==> src/hdl/frontend_pkg.sv <==
package frontend_pkg;

  localparam logic [31:0] RESET_PC = 32'h1c00_0000;

  // one instruction word, read as 3R register format or as 26-bit offset format
  typedef union packed {
    struct packed {
      logic [16:0] opcode17;
      logic [4:0]  rk;
      logic [4:0]  rj;
      logic [4:0]  rd;
    } reg_fmt;
    struct packed {
      logic [5:0]  opcode6;
      logic [25:0] offs26;
    } imm_fmt;
  } inst_word_u;

  typedef enum logic [2:0] {
    OP_ALU_R,
    OP_ALU_I,
    OP_LOAD,
    OP_STORE,
    OP_BRANCH,
    OP_JUMP_LINK,
    OP_IDLE,
    OP_INVALID
  } op_class_e;

  // full 17-bit opcodes
  localparam logic [16:0] OPC_ADD_W  = 17'h00020;
  localparam logic [16:0] OPC_SUB_W  = 17'h00022;
  localparam logic [16:0] OPC_IDLE   = 17'h00c91;
  // 2ri12 group, top 10 bits only
  localparam logic [9:0]  OPC_ADDI_W = 10'h00a;
  localparam logic [9:0]  OPC_LD_W   = 10'h0a2;
  localparam logic [9:0]  OPC_ST_W   = 10'h0a6;
  // branch group, top 6 bits
  localparam logic [5:0]  OPC_B      = 6'h14;
  localparam logic [5:0]  OPC_BL     = 6'h15;
  localparam logic [5:0]  OPC_BEQ    = 6'h16;

  // register select codes
  localparam logic [1:0] R0_NONE = 2'd0;
  localparam logic [1:0] R0_RK   = 2'd1;
  localparam logic [1:0] R0_RD   = 2'd2;
  localparam logic [1:0] R1_NONE = 2'd0;
  localparam logic [1:0] R1_RJ   = 2'd1;
  localparam logic [1:0] W_NONE  = 2'd0;
  localparam logic [1:0] W_RD    = 2'd1;
  localparam logic [1:0] W_LINK  = 2'd2;

endpackage

==> src/hdl/fetch_unit.sv <==
module fetch_unit #(
  parameter logic [31:0] RESET_PC = frontend_pkg::RESET_PC
) (
  input  logic        clk,
  input  logic        rst_n,
  input  logic        halt_i,
  input  logic        kill_i,
  input  logic        load_pc_i,
  input  logic [31:0] load_pc_val_i,
  input  logic        queue_full_i,
  output logic        bus_busy_o,
  output logic        push_o,
  output logic [31:0] push_data_o,
  output logic [31:0] push_pc_o,
  output logic        wb_cyc_o,
  output logic        wb_stb_o,
  output logic        wb_we_o,
  output logic [31:0] wb_adr_o,
  input  logic [31:0] wb_dat_i,
  input  logic        wb_ack_i
);

  logic [31:0] pc_q;
  logic        cyc_q;
  logic        can_start;
  logic        done;

  // a killed word means the pc gets reloaded next cycle, so no back-to-back read
  assign can_start = !halt_i && !queue_full_i && !kill_i;
  assign done      = cyc_q && wb_ack_i;

  always_ff @(posedge clk) begin
    if (!rst_n) begin
      cyc_q <= 1'b0;
    end else if (!cyc_q || wb_ack_i) begin
      cyc_q <= can_start;
    end
  end

  always_ff @(posedge clk) begin
    if (!rst_n) begin
      pc_q <= RESET_PC;
    end else if (!cyc_q && load_pc_i) begin
      pc_q <= load_pc_val_i;
    end else if (done && !kill_i) begin
      pc_q <= pc_q + 32'd4;
    end
  end

  // address comes straight from the pc, held for the whole cycle
  assign wb_cyc_o    = cyc_q;
  assign wb_stb_o    = cyc_q;
  assign wb_we_o     = 1'b0;
  assign wb_adr_o    = pc_q;
  assign bus_busy_o  = cyc_q;

  assign push_o      = done && !kill_i;
  assign push_data_o = wb_dat_i;
  assign push_pc_o   = pc_q;

endmodule

==> src/hdl/frontend_ctrl.sv <==
module frontend_ctrl (
  input  logic        clk,
  input  logic        rst_n,
  input  logic        redirect_i,
  input  logic [31:0] redirect_pc_i,
  input  logic        wait_i,
  input  logic        int_i,
  input  logic        bus_busy_i,
  input  logic        wb_ack_i,
  output logic        halt_o,
  output logic        kill_o,
  output logic        flush_o,
  output logic        load_pc_o,
  output logic [31:0] load_pc_val_o
);

  logic        idle_q;
  logic        kill_q;
  logic        load_q;
  logic [31:0] target_q;
  logic        late_redirect;

  // redirect with a read still open
  assign late_redirect = redirect_i && bus_busy_i;

  always_ff @(posedge clk) begin
    if (!rst_n) begin
      idle_q <= 1'b0;
      kill_q <= 1'b0;
      load_q <= 1'b0;
    end else begin
      if (wait_i && !int_i) begin
        idle_q <= 1'b1;
      end else if (int_i) begin
        idle_q <= 1'b0;
      end
      kill_q <= (kill_q || late_redirect) && !wb_ack_i;
      load_q <= (kill_q || late_redirect) && wb_ack_i;
    end
  end

  always_ff @(posedge clk) begin
    if (redirect_i) begin
      target_q <= redirect_pc_i;
    end
  end

  assign halt_o        = idle_q;
  assign flush_o       = redirect_i;
  assign kill_o        = kill_q || late_redirect;
  // a fresh redirect wins over one still waiting for its load
  assign load_pc_o     = load_q || (redirect_i && !bus_busy_i);
  assign load_pc_val_o = redirect_i ? redirect_pc_i : target_q;

endmodule

==> src/hdl/inst_queue.sv <==
module inst_queue #(
  parameter int QUEUE_DEPTH = 8
) (
  input  logic        clk,
  input  logic        rst_n,
  input  logic        flush_i,
  input  logic        push_i,
  input  logic [63:0] push_data_i,
  output logic        full_o,
  output logic [1:0]  rd_valid_o,
  output logic [63:0] rd_data0_o,
  output logic [63:0] rd_data1_o,
  input  logic [1:0]  pop_num_i
);

  localparam int PTR_W = $clog2(QUEUE_DEPTH);

  logic [63:0]      mem [QUEUE_DEPTH];
  logic [PTR_W-1:0] wr_ptr_q;
  logic [PTR_W-1:0] rd_ptr_q;
  logic [PTR_W-1:0] rd_ptr_nx;
  logic [PTR_W:0]   count_q;

  assign rd_ptr_nx = rd_ptr_q + 1'b1;

  always_ff @(posedge clk) begin
    if (!rst_n || flush_i) begin
      wr_ptr_q <= '0;
      rd_ptr_q <= '0;
      count_q  <= '0;
    end else begin
      if (push_i) begin
        wr_ptr_q <= wr_ptr_q + 1'b1;
      end
      rd_ptr_q <= rd_ptr_q + PTR_W'(pop_num_i);
      count_q  <= count_q + (PTR_W+1)'(push_i) - (PTR_W+1)'(pop_num_i);
    end
  end

  // a push during flush is dropped
  always_ff @(posedge clk) begin
    if (push_i && !flush_i) begin
      mem[wr_ptr_q] <= push_data_i;
    end
  end

  // thermometer valid, head then next
  assign rd_valid_o = {count_q[PTR_W:1] != '0, count_q != '0};
  assign rd_data0_o = mem[rd_ptr_q];
  assign rd_data1_o = mem[rd_ptr_nx];

  // last free entry is kept for the word still on the bus
  assign full_o = count_q >= (PTR_W+1)'(QUEUE_DEPTH - 1);

endmodule

==> src/hdl/inst_decoder.sv <==
module inst_decoder (
  input  frontend_pkg::inst_word_u inst_i,
  output frontend_pkg::op_class_e  class_o,
  output logic [4:0]               r0_o,
  output logic [4:0]               r1_o,
  output logic [4:0]               w_o,
  output logic [25:0]              imm_o
);

  import frontend_pkg::*;

  logic [1:0] r0_sel;
  logic [1:0] r1_sel;
  logic [1:0] w_sel;

  always_comb begin
    class_o = OP_INVALID;
    r0_sel  = R0_NONE;
    r1_sel  = R1_NONE;
    w_sel   = W_NONE;
    if (inst_i.reg_fmt.opcode17 == OPC_ADD_W || inst_i.reg_fmt.opcode17 == OPC_SUB_W) begin
      class_o = OP_ALU_R;
      r0_sel  = R0_RK;
      r1_sel  = R1_RJ;
      w_sel   = W_RD;
    end else if (inst_i.reg_fmt.opcode17 == OPC_IDLE) begin
      class_o = OP_IDLE;
    end else if (inst_i.reg_fmt.opcode17[16:7] == OPC_ADDI_W) begin
      class_o = OP_ALU_I;
      r1_sel  = R1_RJ;
      w_sel   = W_RD;
    end else if (inst_i.reg_fmt.opcode17[16:7] == OPC_LD_W) begin
      class_o = OP_LOAD;
      r1_sel  = R1_RJ;
      w_sel   = W_RD;
    end else if (inst_i.reg_fmt.opcode17[16:7] == OPC_ST_W) begin
      // store data sits in rd
      class_o = OP_STORE;
      r0_sel  = R0_RD;
      r1_sel  = R1_RJ;
    end else if (inst_i.imm_fmt.opcode6 == OPC_BEQ) begin
      class_o = OP_BRANCH;
      r0_sel  = R0_RD;
      r1_sel  = R1_RJ;
    end else if (inst_i.imm_fmt.opcode6 == OPC_B) begin
      class_o = OP_BRANCH;
    end else if (inst_i.imm_fmt.opcode6 == OPC_BL) begin
      class_o = OP_JUMP_LINK;
      w_sel   = W_LINK;
    end
  end

  // resolve select codes to register numbers
  always_comb begin
    case (r0_sel)
      R0_RK:   r0_o = inst_i.reg_fmt.rk;
      R0_RD:   r0_o = inst_i.reg_fmt.rd;
      default: r0_o = 5'd0;
    endcase
    r1_o = (r1_sel == R1_RJ) ? inst_i.reg_fmt.rj : 5'd0;
    case (w_sel)
      W_RD:    w_o = inst_i.reg_fmt.rd;
      W_LINK:  w_o = 5'd1;
      default: w_o = 5'd0;
    endcase
  end

  assign imm_o = inst_i.imm_fmt.offs26;

endmodule

==> src/hdl/issue_buffer.sv <==
module issue_buffer (
  input  logic                    clk,
  input  logic                    rst_n,
  input  logic                    flush_i,
  input  logic [1:0]              dec_valid_i,
  input  frontend_pkg::op_class_e dec0_class_i,
  input  logic [4:0]              dec0_r0_i,
  input  logic [4:0]              dec0_r1_i,
  input  logic [4:0]              dec0_w_i,
  input  logic [25:0]             dec0_imm_i,
  input  logic [31:0]             dec0_pc_i,
  input  frontend_pkg::op_class_e dec1_class_i,
  input  logic [4:0]              dec1_r0_i,
  input  logic [4:0]              dec1_r1_i,
  input  logic [4:0]              dec1_w_i,
  input  logic [25:0]             dec1_imm_i,
  input  logic [31:0]             dec1_pc_i,
  output logic [1:0]              pop_num_o,
  input  logic [1:0]              issue_i,
  output logic [1:0]              issue_valid_o,
  output frontend_pkg::op_class_e issue0_class_o,
  output logic [4:0]              issue0_r0_o,
  output logic [4:0]              issue0_r1_o,
  output logic [4:0]              issue0_w_o,
  output logic [25:0]             issue0_imm_o,
  output logic [31:0]             issue0_pc_o,
  output frontend_pkg::op_class_e issue1_class_o,
  output logic [4:0]              issue1_r0_o,
  output logic [4:0]              issue1_r1_o,
  output logic [4:0]              issue1_w_o,
  output logic [25:0]             issue1_imm_o,
  output logic [31:0]             issue1_pc_o
);

  import frontend_pkg::*;

  // slot layout: class, r0, r1, w, imm, pc
  logic [1:0][75:0] dec_pack;
  logic [1:0][75:0] slot_q;
  logic [1:0][75:0] slot_n;
  logic [1:0]       valid_q;
  logic [1:0]       issued;
  logic [1:0]       n_valid;
  logic [1:0]       n_issue;
  logic [1:0]       n_keep;
  logic [1:0]       n_dec;
  logic [1:0]       n_room;
  logic [1:0]       n_fill;
  logic [1:0]       n_total;

  assign dec_pack[0] = {dec0_class_i, dec0_r0_i, dec0_r1_i, dec0_w_i, dec0_imm_i, dec0_pc_i};
  assign dec_pack[1] = {dec1_class_i, dec1_r0_i, dec1_r1_i, dec1_w_i, dec1_imm_i, dec1_pc_i};

  // the back end can only take slots that hold something
  assign issued  = issue_i & valid_q;
  assign n_valid = 2'(valid_q[0]) + 2'(valid_q[1]);
  assign n_issue = 2'(issued[0]) + 2'(issued[1]);
  assign n_dec   = 2'(dec_valid_i[0]) + 2'(dec_valid_i[1]);
  assign n_keep  = n_valid - n_issue;
  assign n_room  = 2'd2 - n_keep;
  assign n_fill  = (n_dec < n_room) ? n_dec : n_room;
  assign n_total = n_keep + n_fill;

  assign pop_num_o = n_fill;

  // survivors shift down first, decoded entries fill behind them
  always_comb begin
    slot_n[0] = (n_keep != 2'd0) ? slot_q[n_issue[0]] : dec_pack[0];
    if (n_keep == 2'd2) begin
      slot_n[1] = slot_q[1];
    end else if (n_keep == 2'd1) begin
      slot_n[1] = dec_pack[0];
    end else begin
      slot_n[1] = dec_pack[1];
    end
  end

  always_ff @(posedge clk) begin
    if (!rst_n || flush_i) begin
      valid_q <= 2'b00;
    end else begin
      valid_q <= {n_total[1], n_total != 2'd0};
    end
  end

  always_ff @(posedge clk) begin
    slot_q <= slot_n;
  end

  assign issue_valid_o  = valid_q;
  assign issue0_class_o = op_class_e'(slot_q[0][75:73]);
  assign issue1_class_o = op_class_e'(slot_q[1][75:73]);
  assign {issue0_r0_o, issue0_r1_o, issue0_w_o, issue0_imm_o, issue0_pc_o} = slot_q[0][72:0];
  assign {issue1_r0_o, issue1_r1_o, issue1_w_o, issue1_imm_o, issue1_pc_o} = slot_q[1][72:0];

endmodule

==> src/hdl/core_frontend.sv <==
module core_frontend #(
  parameter logic [31:0] RESET_PC    = frontend_pkg::RESET_PC,
  parameter int          QUEUE_DEPTH = 8
) (
  input  logic                    clk,
  input  logic                    rst_n,
  output logic                    wb_cyc_o,
  output logic                    wb_stb_o,
  output logic                    wb_we_o,
  output logic [31:0]             wb_adr_o,
  input  logic [31:0]             wb_dat_i,
  input  logic                    wb_ack_i,
  input  logic                    redirect_i,
  input  logic [31:0]             redirect_pc_i,
  input  logic                    wait_i,
  input  logic                    int_i,
  input  logic [1:0]              issue_i,
  output logic [1:0]              issue_valid_o,
  output frontend_pkg::op_class_e issue0_class_o,
  output logic [4:0]              issue0_r0_o,
  output logic [4:0]              issue0_r1_o,
  output logic [4:0]              issue0_w_o,
  output logic [25:0]             issue0_imm_o,
  output logic [31:0]             issue0_pc_o,
  output frontend_pkg::op_class_e issue1_class_o,
  output logic [4:0]              issue1_r0_o,
  output logic [4:0]              issue1_r1_o,
  output logic [4:0]              issue1_w_o,
  output logic [25:0]             issue1_imm_o,
  output logic [31:0]             issue1_pc_o
);

  import frontend_pkg::*;

  logic        halt;
  logic        kill;
  logic        flush;
  logic        load_pc;
  logic [31:0] load_pc_val;
  logic        bus_busy;
  logic        queue_full;
  logic        push;
  logic [31:0] push_data;
  logic [31:0] push_pc;
  logic [1:0]  q_valid;
  logic [63:0] q_data0;
  logic [63:0] q_data1;
  logic [1:0]  pop_num;
  op_class_e   dec0_class;
  op_class_e   dec1_class;
  logic [4:0]  dec0_r0;
  logic [4:0]  dec0_r1;
  logic [4:0]  dec0_w;
  logic [4:0]  dec1_r0;
  logic [4:0]  dec1_r1;
  logic [4:0]  dec1_w;
  logic [25:0] dec0_imm;
  logic [25:0] dec1_imm;

  fetch_unit #(.RESET_PC(RESET_PC)) u_fetch (
    .clk(clk), .rst_n(rst_n),
    .halt_i(halt), .kill_i(kill), .load_pc_i(load_pc), .load_pc_val_i(load_pc_val),
    .queue_full_i(queue_full), .bus_busy_o(bus_busy),
    .push_o(push), .push_data_o(push_data), .push_pc_o(push_pc),
    .wb_cyc_o(wb_cyc_o), .wb_stb_o(wb_stb_o), .wb_we_o(wb_we_o), .wb_adr_o(wb_adr_o),
    .wb_dat_i(wb_dat_i), .wb_ack_i(wb_ack_i)
  );

  frontend_ctrl u_ctrl (
    .clk(clk), .rst_n(rst_n),
    .redirect_i(redirect_i), .redirect_pc_i(redirect_pc_i),
    .wait_i(wait_i), .int_i(int_i), .bus_busy_i(bus_busy), .wb_ack_i(wb_ack_i),
    .halt_o(halt), .kill_o(kill), .flush_o(flush),
    .load_pc_o(load_pc), .load_pc_val_o(load_pc_val)
  );

  // queue entries carry the pc in the upper half
  inst_queue #(.QUEUE_DEPTH(QUEUE_DEPTH)) u_queue (
    .clk(clk), .rst_n(rst_n), .flush_i(flush),
    .push_i(push), .push_data_i({push_pc, push_data}), .full_o(queue_full),
    .rd_valid_o(q_valid), .rd_data0_o(q_data0), .rd_data1_o(q_data1), .pop_num_i(pop_num)
  );

  inst_decoder u_dec0 (
    .inst_i(q_data0[31:0]), .class_o(dec0_class),
    .r0_o(dec0_r0), .r1_o(dec0_r1), .w_o(dec0_w), .imm_o(dec0_imm)
  );

  inst_decoder u_dec1 (
    .inst_i(q_data1[31:0]), .class_o(dec1_class),
    .r0_o(dec1_r0), .r1_o(dec1_r1), .w_o(dec1_w), .imm_o(dec1_imm)
  );

  issue_buffer u_issue (
    .clk(clk), .rst_n(rst_n), .flush_i(flush), .dec_valid_i(q_valid),
    .dec0_class_i(dec0_class), .dec0_r0_i(dec0_r0), .dec0_r1_i(dec0_r1),
    .dec0_w_i(dec0_w), .dec0_imm_i(dec0_imm), .dec0_pc_i(q_data0[63:32]),
    .dec1_class_i(dec1_class), .dec1_r0_i(dec1_r0), .dec1_r1_i(dec1_r1),
    .dec1_w_i(dec1_w), .dec1_imm_i(dec1_imm), .dec1_pc_i(q_data1[63:32]),
    .pop_num_o(pop_num), .issue_i(issue_i), .issue_valid_o(issue_valid_o),
    .issue0_class_o(issue0_class_o), .issue0_r0_o(issue0_r0_o), .issue0_r1_o(issue0_r1_o),
    .issue0_w_o(issue0_w_o), .issue0_imm_o(issue0_imm_o), .issue0_pc_o(issue0_pc_o),
    .issue1_class_o(issue1_class_o), .issue1_r0_o(issue1_r0_o), .issue1_r1_o(issue1_r1_o),
    .issue1_w_o(issue1_w_o), .issue1_imm_o(issue1_imm_o), .issue1_pc_o(issue1_pc_o)
  );

endmodule

==> config.mk <==
export PLATFORM = sky130hd
export DESIGN_NAME = core_frontend
export DESIGN_NICKNAME = d
export VERILOG_FILES = /design/src/hdl/frontend_pkg.sv /design/src/hdl/fetch_unit.sv /design/src/hdl/frontend_ctrl.sv /design/src/hdl/inst_queue.sv /design/src/hdl/inst_decoder.sv /design/src/hdl/issue_buffer.sv /design/src/hdl/core_frontend.sv
export SDC_FILE = /design/constraint.sdc
export NUM_CORES = 1
export LEC_CHECK = 0
export BUFFER_PORTS_ARGS = -buffer_cell sky130_fd_sc_hd__buf_4
export CORE_UTILIZATION = 37
export DETAILED_ROUTE_END_ITERATION = 6
export MAX_ROUTING_LAYER = met4
export PLACE_DENSITY = 0.53
export SETUP_SLACK_MARGIN = 0.05
export SLEW_MARGIN = 20
export SYNTH_ARGS = -nofsm -noshare
export SYNTH_HDL_FRONTEND = slang
export SYNTH_SLANG_ARGS = --single-unit
==> constraint.sdc <==
create_clock -name clk -period 17.1 [get_ports clk]
set_input_delay 0.855 -clock clk [delete_from_list [all_inputs] [get_ports clk]]
set_output_delay 0.855 -clock clk [all_outputs]
set_load 0.01 [all_outputs]
==> results of run 1 <==
[area by class of cell]
type / count / area share [%]
timing repair buffer: 299 / 5.62
multi-input combinational: 1235 / 29.7
inverter: 46 / 0.436
clock inverter: 48 / 1.35
antenna: 3 / 0.0187
sequential: 744 / 53.7
clock buffer: 104 / 5.51
tap: 1186 / 3.70
[state kept, by name, summed over array words and instances (netlist names)]
name and flops:
u_issue.issue_valid_o 2, u_queue.count_q 4, u_ctrl.halt_o 1, u_issue.issue1_imm_o 26, u_issue.issue0_r0_o 5, u_ctrl.kill_q 1
u_ctrl.load_q 1, u_issue.issue0_imm_o 26, u_issue.issue0_class_o 3, u_issue.issue1_r1_o 5, u_fetch.push_pc_o 32, u_issue.issue0_r1_o 5
u_queue.wr_ptr_q 3, u_queue.rd_ptr_q 3, u_issue.issue1_r0_o 5, u_issue.issue1_pc_o 32, u_issue.issue1_w_o 5, u_issue.issue0_w_o 5
u_issue.issue1_class_o 3, u_fetch.bus_busy_o 1, u_ctrl.target_q 32, u_queue.mem 512, u_issue.issue0_pc_o 32
[power groups by stage]
stage	Sequential (W)	Combinational, W	Clock (W)
floorplan	0.00263	0.00126	0
global placement	0.00260	0.00213	0
detailed placement	0.00261	0.00215	0
CTS	0.00258	0.00216	0.00184
global route	0.00260	0.00231	0.00191
finish	0.00257	0.00212	0.00181
[per-layer routing]
| metal | GRT usage (%) | up-vias |
|---|---|---|
| met5 | - | - |
| met4 | 5.61 | 0 |
| met3 | 3.85 | 145 |
| met2 | 33.7 | 786 |
| met1 | 26.3 | 10700 |
| li1 | - | 9109 |
[logic make-up (layout without fill, tap and decap cells)]
| group | after synthesis | count (layout) | synth area share [%] |
|---|---|---|---|
| AO/OA/AOI/OAI | 283 | 283 | 4.94 |
| XOR/XNOR | 9 | 9 | 0.286 |
| adder cells (fa/ha/maj) | 27 | 27 | 1.05 |
| buffers and inverters | 184 | 497 | 2.42 |
| flip-flops | 744 | 744 | 63.0 |
| multiplexers | 407 | 407 | 21.3 |
| other | 1 | 4 | 0.0110 |
| AND/OR/NAND/NOR | 508 | 508 | 6.97 |
[worst register-to-register path, cell delays in order (launching register included)]
cell and delay (ns):
dfxtp_4 0.68, ha_4 0.83, buf_12 0.73, mux4_2 0.72, or4_1 0.57, nor4_2 0.20, o221ai_2 0.24, o32ai_2 0.26
a21oi_1 0.12, inv_1 0.10, ha_1 0.25, a21oi_1 0.10, o31ai_1 0.18
[worst paths after layout]
check	from	to	slack, ns	cells after the start
worst max-delay path	u_queue.rd_ptr_q[1]	u_issue.issue1_w_o[0]	12.00	12
worst min-delay path	int_i	u_ctrl.halt_o	0.38	2
worst max register to register	u_queue.rd_ptr_q[1]	u_issue.issue1_w_o[0]	12.00	12
worst min register to register	u_ctrl.target_q[18]	u_ctrl.target_q[18]	0.48	1
[stage by stage]
step / utilization (%) / power [W] / setup slack, ns / cell area [µm²]
4_1_cts: 43.8 / 0.00658 / 11.86 / 40100
6_report: 43.9 / 0.00649 / 12.00 / 40100
5_1_grt: 43.9 / 0.00681 / 11.52 / 40100
2_1_floorplan: - / 0.00389 / 8.35 / 34200
3_3_place_gp: 40.8 / 0.00474 / 11.83 / 37400
3_5_place_dp: 40.8 / 0.00476 / 11.87 / 37400
[cell usage in the layout (no fill, tap or decap), types with 4 or more instances in the layout]
cell       instances
nor3_1            34
o22ai_1           16
xor2_1             4
a211oi_1           4
inv_1             40
nor4_1             9
clkbuf_1          15
buf_4            298
dfxtp_1           77
and3_1            44
mux4_2           250
a221oi_1           6
nand4_1            8
clkinv_2          16
ha_1              21
mux2i_1          102
nand3_1           23
nor4_2             4
clkinv_1          14
o21a_1             7
a21oi_1          149
mux2_2            53
a32oi_1            5
o221ai_1           4
nor2_1           140
nand2_1          174
a31oi_1           15
clkbuf_16         84
or2_2              6
edfxtp_1         664
nand4b_1           4
o21ai_0           43
o32a_1             5
or3_1              8
and2_1            10
nand2b_1          19
bufinv_16          9
==> metrics.yaml, run 1 <==
critical_path:
  cp.buffers_inverters: 2
  crit_type: "reg2reg"
  critPathMostFrequentCell: "a21oi_1"
  path_delay_family: "adder cells"
  cp_cell_sequence: "ha_4 > buf_12 > mux4_2 > or4_1 > nor4_2 > o221ai_2 > o32ai_2 > a21oi_1 > inv_1 > ha_1 > a21oi_1 > o31ai_1"
  slowest_delay_ns: 0.83
  critical_path_peak_fanout: 111
  worstSetupEndpointType: "flip-flop"
  cp.arrival_ns: 5.58
  start_kind: "flip-flop"
  required_ns: 17.58
  crit_path_top_delay_cell: "ha_4"
power_and_ir_drop:
  power_frac_clock_pct: 27.8
  sw_frac_of_total_pct: 33.7
  power_switching_w: 0.00218
  ir_drop_v: 0.000246
  p_int_w: 0.00431
  p_per_area_nw_per_um2: 162
  combPwrFrac_pct: 32.7
  leakage_nw: 13.4
  seqPwrFrac_pct: 39.5
timing:
  setup_viol: 0
  max_freq_ghz: 0.196
  timing.hold.ws_ns: 0.384
  worst_pin_slew_ns: 1.07
  rsz0062_at_grt: "no"
  tns_ns: 0
  finalCritPeriodShare_pct: 29.8
  drv_slew: 0
  slew_headroom_pct: 28.1
  hold_violations: 0
  fin_crit_ns: 5.10
  finClkSkew_ns: 0.0369
place:
  dp_hpwl_um: 59500
  dp.cells: 3510
  gp_congestion: 0.853
  portBuffers: 259
synth:
  netlist_area_um2: 34200
  synth_seq_cells: 744
  synth_edf_count: 664
  netlist_instances: 2163
  synth_top_area_share_pct: 58.4
  ys_seq_area_share_pct: 63.0
  synth.avg_cell_area_um2: 15.8
  ys_warn_count: 0
  synthTopCellsByCount: "edfxtp_1, mux4_2, nand2_1"
  synthFlopType: "edfxtp_1"
  synth-async-reset-ratio_pct: 0
  synthTopCellsByArea: "edfxtp_1, mux4_2, dfxtp_1"
  yosysUniqueCellTypes: 77
  syn_nets: 2262
  yosysMostFrequentCell: "edfxtp_1"
  yosysTopAreaCell: "edfxtp_1"
drt:
  vias: 20700
  dr.max_layer_used: "met4"
  viasPerCell: 5.66
  drtAntennaViolNets: 0
  wl_met3_um: 6380
  routedLengthMet1_um: 39200
  drtIter0Drc: 1736
  wl_per_cell_um: 25.6
  routed_wl_um: 93900
  met2_length_um: 46100
  dr.pass1.iters: 5
  drc: 0
cts:
  cts.path.max_buffers: 3
  cts_tree: "done"
  cts_buffers: 83
  clk_latency_ns: 0.64
  htreeDepth: 3
  clk_pin_slew_ns: 0.06
  clock-sinks: 744
  post_cts_buffers: 0
  postCtsResizedCells: 0
  postCtsHoldBufs: 0
  cts-root-buf: "clkbuf_16"
cells_and_area:
  final_nets: 2508
  regArea_um2: 21600
  area_growth_pct: 17.4
  drive_gt1_share_pct: 31.0
  finalNonFillerCells: 3665
  multi_input_area_um2: 11900
  n_fill_cell: 8046
die:
  fp.dieArea_um2: 93600
  core_um2: 91500
  die_w_um: 306
  initial_core_util_pct: 37.3
  num_rows: 111
  num_io_pins: 261
  fp.dieH_um: 306
job:
  cap_violations: 0
global_route:
  grt-ovfl-total: 0
  antenna_found_initial: 3
  grt_use_total_pct: 20.6
  grt_pass1_vias: 21500
  grt_pass1_wl_um: 139000
  grt_max_degree: 112
hold_path:
  hold_class: "in2reg"
run_status:
  outcome: "completed"
No activity file was read; power rests on OpenSTA's default activity.
==> inputs of run 2 (changes only) <==
Settings changed: PLACE_DENSITY 0.53 to 0.54.
Clock period 17.1 ns to 4.5 ns, I/O delays scaled along.
==> metrics.yaml, run 2 (synthesized netlist as in run 1, its figures left out) <==
run_status:
  outcome: "completed"
global_route:
  grt_pass1_wl_um: 141000  # +1.3%
  grt_use_total_pct: 20.9  # +0.28 points
  grt_pass1_vias: 21800  # +1.6%
  antenna_found_initial: 1  # -2
  grt-ovfl-total: 0  # unchanged
  grt_max_degree: 141  # +26%
cts:
  htreeDepth: 3  # unchanged
  cts.path.max_buffers: 3  # unchanged
  post_cts_buffers: 0  # unchanged
  postCtsHoldBufs: 68  # +68
  clk_pin_slew_ns: 0.06  # about the same
  cts_tree: "done"
  cts-root-buf: "clkbuf_16"
  clock-sinks: 744  # unchanged
  cts_buffers: 84  # +1.2%
  clk_latency_ns: 0.64  # about the same
  postCtsResizedCells: 0  # unchanged
timing:
  finClkSkew_ns: 0.0395  # +0.00265 ns
  hold_violations: 0  # unchanged
  setup_viol: 0  # unchanged
  drv_slew: 0  # unchanged
  fin_crit_ns: 4.16  # -0.941 ns
  rsz0062_at_grt: "no"
  slew_headroom_pct: 28.5  # +0.36 points
  finalCritPeriodShare_pct: 92.5  # +63 points
  worst_pin_slew_ns: 1.07  # +0.00448 ns
  max_freq_ghz: 0.240  # +23%
  tns_ns: 0  # unchanged
drt:
  wl_met3_um: 6400  # +0.33%
  routed_wl_um: 95200  # +1.5%
  dr.max_layer_used: "met4"
  drtIter0Drc: 1815  # +4.6%
  drtAntennaViolNets: 0  # unchanged
  drc: 0  # unchanged
  viasPerCell: 5.64  # -0.29%
  wl_per_cell_um: 25.4  # -0.80%
  met2_length_um: 46600  # +1.1%
  vias: 21100  # +2.0%
  dr.pass1.iters: 5  # unchanged
  routedLengthMet1_um: 40400  # +3.2%
critical_path:
  worstSetupEndpointType: "flip-flop"
  critical_path_peak_fanout: 34  # -69%
  rr_startpoint: "u_queue.rd_ptr_q[2]"
  reg2reg_depth: 13  # +1
  start_kind: "flip-flop"
  crit_path_start: "u_queue.rd_ptr_q[2]"
  crit_path_top_delay_cell: "nor4_1"
  crit_type: "reg2reg"
  cp.arrival_ns: 4.55  # -1.03 ns
  cp_cell_sequence: "buf_4 > buf_4 > mux4_2 > mux2i_1 > nor4_1 > nand3_1 > a21oi_1 > or2_2 > inv_1 > ha_1 > a21oi_1 > nor2_1 > mux2_2"
  required_ns: 4.89  # -12.69 ns
  slowest_delay_ns: 0.79  # -0.04 ns
die:
  fp.dieH_um: 306  # unchanged
  core_um2: 91500  # unchanged
  die_w_um: 306  # unchanged
  num_io_pins: 261  # unchanged
  num_rows: 111  # unchanged
  initial_core_util_pct: 37.3  # unchanged
  fp.dieArea_um2: 93600  # unchanged
place:
  portBuffers: 259  # unchanged
  dp.cells: 3524  # +0.40%
  gp_congestion: 0.897  # +5.2%
  dp_hpwl_um: 57600  # -3.1%
cells_and_area:
  area_growth_pct: 20.5
  final_nets: 2591  # +3.3%
  finalNonFillerCells: 3749  # +2.3%
  regMostFlops: "u_queue.mem"
  layout_commonest_cell: "edfxtp_1"
  drive_gt1_share_pct: 30.6  # -0.46 points
  final_cell_mix: "edfxtp_1, buf_4, mux4_2"
  largest_reg_flops: 512  # unchanged
power_and_ir_drop:
  leakage_nw: 13.8  # +3.0%
  p_per_area_nw_per_um2: 606  # +270%
  ir_drop_v: 0.00136  # +450%
hold_path:
  holdPathStages: 2  # unchanged
  hp-start: "redirect_i"
  hold_class: "in2reg"
job:
  cap_violations: 0  # unchanged
-- run 2: cell types whose count changed in the layout (fill, tap and decap cells not counted), moves of 2 or more --
cell / change
clkinv_8: -3
buf_12: +14
nor4_4: +3
clkinv_1: +7
clkinv_2: -4
clkinvlp_4: +4
nor4_2: -3
dlygate4sd3_1: +68
clkinv_4: +3
clkbuf_1: -3
clkbuf_16: +4
diode_2: -2
-- run 2: final timing paths --
path,end,slack [ns]
max,u_issue.issue0_w_o[0],0.34
min,u_ctrl.target_q[0],0.21
max reg2reg,u_issue.issue0_w_o[0],0.34
min reg2reg,u_ctrl.target_q[9],0.48
-- run 2: final cells by class --
| type | count | area (µm²) |
|---|---|---|
| Clock inverter | 53 | 503 |
| Multi-Input combinational cell | 1235 | 12000 |
| Fill cell | 7994 | 50300 |
| Antenna cell | 1 | 2.50 |
| Sequential cell | 744 | 21600 |
| Tap cell | 1186 | 1480 |
| Clock buffer | 103 | 2290 |
| Timing Repair Buffer | 381 | 3220 |
| Inverter | 46 | 175 |
-- run 2: critical path: cells and delay by family, from the launching register on --
kind,cells,cell delay (ns)
and+or+nand+nor,4,1.19
buffers and inverters,3,0.88
muxes,3,0.77
DFF,1,0.65
AOI/OAI and AO/OA,2,0.28
adders and majority gates,1,0.16
-- run 2: power breakdown --
group	switching (W)	internal [W]	total, W
logic	0.00496	0.00339	0.00835
clock network	0.00278	0.00408	0.00686
registers	0.000619	0.00911	0.00973
total	0.00837	0.0166	0.0249
-- run 2: stage by stage --
step           instance area [µm²]  hold WS, ns  total power, W  setup slack, ns  utilization, %
2_1_floorplan                34200        0.304          0.0148           -0.592               -
3_5_place_dp                 37700        0.398          0.0183            0.458            41.2
6_report                     41200        0.209          0.0249            0.337            45.0
3_3_place_gp                 37700        0.392          0.0182            0.467            41.2
5_1_grt                      41200        0.202          0.0262            0.105            45.0
4_1_cts                      41200        0.174          0.0253            0.469            45.0
-- run 2: metal layers --
layer | vias to the layer above | track usage (%)
li1 | 9290 | -
met1 | 10900 | 27.0
met2 | 842 | 34.4
met3 | 132 | 3.51
met4 | 0 | 4.74
met5 | - | -
==> inputs of run 3 (changes only) <==
Settings changed: PLACE_DENSITY 0.54 to 0.66.
==> metrics.yaml, run 3 (synthesized netlist as in run 1, its figures left out) <==
cts:
  cts_tree: "done"
  clk_latency_ns: 0.64  # about the same
  cts_buffers: 83  # -1.2%
  clock-sinks: 744  # unchanged
  cts-root-buf: "clkbuf_16"
  post_cts_buffers: 0  # unchanged
  htreeDepth: 3  # unchanged
  clk_pin_slew_ns: 0.06  # about the same
  cts.path.max_buffers: 3  # unchanged
timing:
  max_freq_ghz: 0.257  # +6.8%
  setup_slack_ns: 0.602  # +0.265 ns
  finalCritPeriodShare_pct: 86.6  # -5.9 points
  timing.hold.ws_ns: 0.208  # -0.00106 ns
  fin_crit_ns: 3.90  # -0.265 ns
  drv_slew: 0  # unchanged
  slew_headroom_pct: 31.1  # +2.6 points
  finClkSkew_ns: 0.0243  # -0.0152 ns
  worst_pin_slew_ns: 1.03  # -0.0389 ns
  setup_viol: 0  # unchanged
  hold_violations: 0  # unchanged
  rsz0062_at_grt: "no"
global_route:
  grtUsageMet1_pct: 25.9  # -1.1 points
  grt_use_total_pct: 20.0  # -0.90 points
  grt_util_met2_pct: 31.9  # -2.5 points
  antenna_found_initial: 3  # +2
  grt_max_degree: 122  # -13%
  grt-ovfl-total: 0  # unchanged
  top_usage_layer: "met2"
  grt_pass1_wl_um: 137000  # -2.8%
  grt_pass1_vias: 21900  # +0.36%
  grtUsageMet3_pct: 3.90  # +0.39 points
die:
  core_um2: 91500  # unchanged
  initial_core_util_pct: 37.3  # unchanged
  num_rows: 111  # unchanged
  num_io_pins: 261  # unchanged
  die_w_um: 306  # unchanged
  fp.dieArea_um2: 93600  # unchanged
  fp.dieH_um: 306  # unchanged
place:
  dp_hpwl_um: 58000  # +0.65%
  dpl_cell_area_um2: 37700  # about the same
  gp_congestion: 0.934  # +4.1%
  portBuffers: 259  # unchanged
  pre_cts_ws_ns: 0.624  # +0.166 ns
cells_and_area:
  final_cell_mix: "edfxtp_1, buf_4, mux4_2"
  area_growth_pct: 20.4
  largest_reg_flops: 512  # unchanged
  layout_commonest_cell: "edfxtp_1"
  multi_input_area_um2: 12000  # about the same
  final_util_pct: 44.9  # -0.046 points
  final_nets: 2586  # -0.19%
  regMostFlops: "u_queue.mem"
  regArea_um2: 21600  # unchanged
  drive_gt1_share_pct: 30.6  # about the same
  n_fill_cell: 7900  # -1.2%
  final_area_um2: 41100  # -0.10%
critical_path:
  cp.arrival_ns: 4.36  # -0.19 ns
  start_kind: "flip-flop"
  worstSetupEndpointType: "flip-flop"
  crit_type: "reg2reg"
  critical_path_peak_fanout: 36  # +5.9%
  required_ns: 4.96  # +0.07 ns
run_status:
  outcome: "completed"
drt:
  routed_wl_um: 91500  # -3.9%
  drtIter0Drc: 2299  # +27%
  viasPerCell: 5.70  # +1.1%
  drc: 0  # unchanged
  wl_per_cell_um: 24.4  # -3.8%
  vias: 21400  # +1.0%
  drtAntennaViolNets: 0  # unchanged
  dr.pass1.iters: 6  # +1
hold_path:
  hold_class: "in2reg"
power_and_ir_drop:
  p_per_area_nw_per_um2: 602  # -0.63%
  total_power_w: 0.0248  # -0.74%
  leakage_nw: 13.8  # about the same
  ir_drop_v: 0.000901  # -34%
job:
  cap_violations: 0  # unchanged
[run 3: cell types whose count changed in the layout (fill, tap and decap cells not counted), moves of 2 or more]
cell        previous run  this run
clkbuf_1              12        16
clkinv_1              21        14
clkbuf_8               3         1
clkinvlp_4             7         3
clkbuf_16             88        86
buf_4                298       292
clkinv_2              12        18
diode_2                1         3
clkinv_4               3         1
clkinv_8               0         4
clkbuf_2               0         3
[run 3: worst paths after layout]
path	from	end	slack (ns)	cells past startpoint
worst max-delay path	u_queue.rd_ptr_q[0]	u_issue.issue1_w_o[0]	0.60	11
worst min-delay path	redirect_i	u_ctrl.target_q[7]	0.21	2
worst max register to register	u_queue.rd_ptr_q[0]	u_issue.issue1_w_o[0]	0.60	11
worst min register to register	u_ctrl.target_q[25]	u_ctrl.target_q[25]	0.48	1
[run 3: repair_timing]
action | 4_1_cts | 5_1_grt
hold buffers | 68 | 0
endpoints found under the hold margin | 310 | 0
resized for setup | 0 | 0
[run 3: routing by layer]
metal | wire, µm | vias to the layer above | part of all wire [%]
li1 | - | 9258 | -
met1 | 37200 | 10900 | 41
met2 | 44600 | 1015 | 49
met3 | 7620 | 149 | 8.3
met4 | 2110 | 0 | 2.3
met5 | 0 | - | 0
[run 3: metrics by stage]
step | cells | TNS, ns
CTS | 3742 | 0
finish | 3745 | 0
global placement | 3520 | 0
detailed placement | 3520 | 0
floorplan | 2163 | -147.28
global route | 3744 | 0
[run 3: power by group]
part | total (W) | switching (W) | internal, W
Sequential | 0.00965 | 0.000544 | 0.00911
Clock | 0.00680 | 0.00275 | 0.00405
Combinational | 0.00831 | 0.00492 | 0.00339
Total | 0.0248 | 0.00822 | 0.0165
[run 3: layout make-up]
| type | instances | area share [%] |
|---|---|---|
| diodes | 3 | 0.0182 |
| clock buffers | 106 | 5.45 |
| clock inverters | 48 | 1.24 |
| inverters | 46 | 0.426 |
| multi-input cells | 1235 | 29.1 |
| flip-flops and latches | 744 | 52.4 |
| well taps | 1186 | 3.61 |
| repair buffers | 377 | 7.79 |
[run 3: critical path, stage by stage, from the launching register on]
cell      delay [ns]
dfxtp_4         0.38
ha_4            0.66
mux4_2          0.61
or4_1           0.56
nor4_2          0.24
o221ai_2        0.26
o32ai_2         0.27
a21oi_1         0.11
inv_1           0.09
ha_1            0.25
a21oi_1         0.09
o31ai_1         0.21
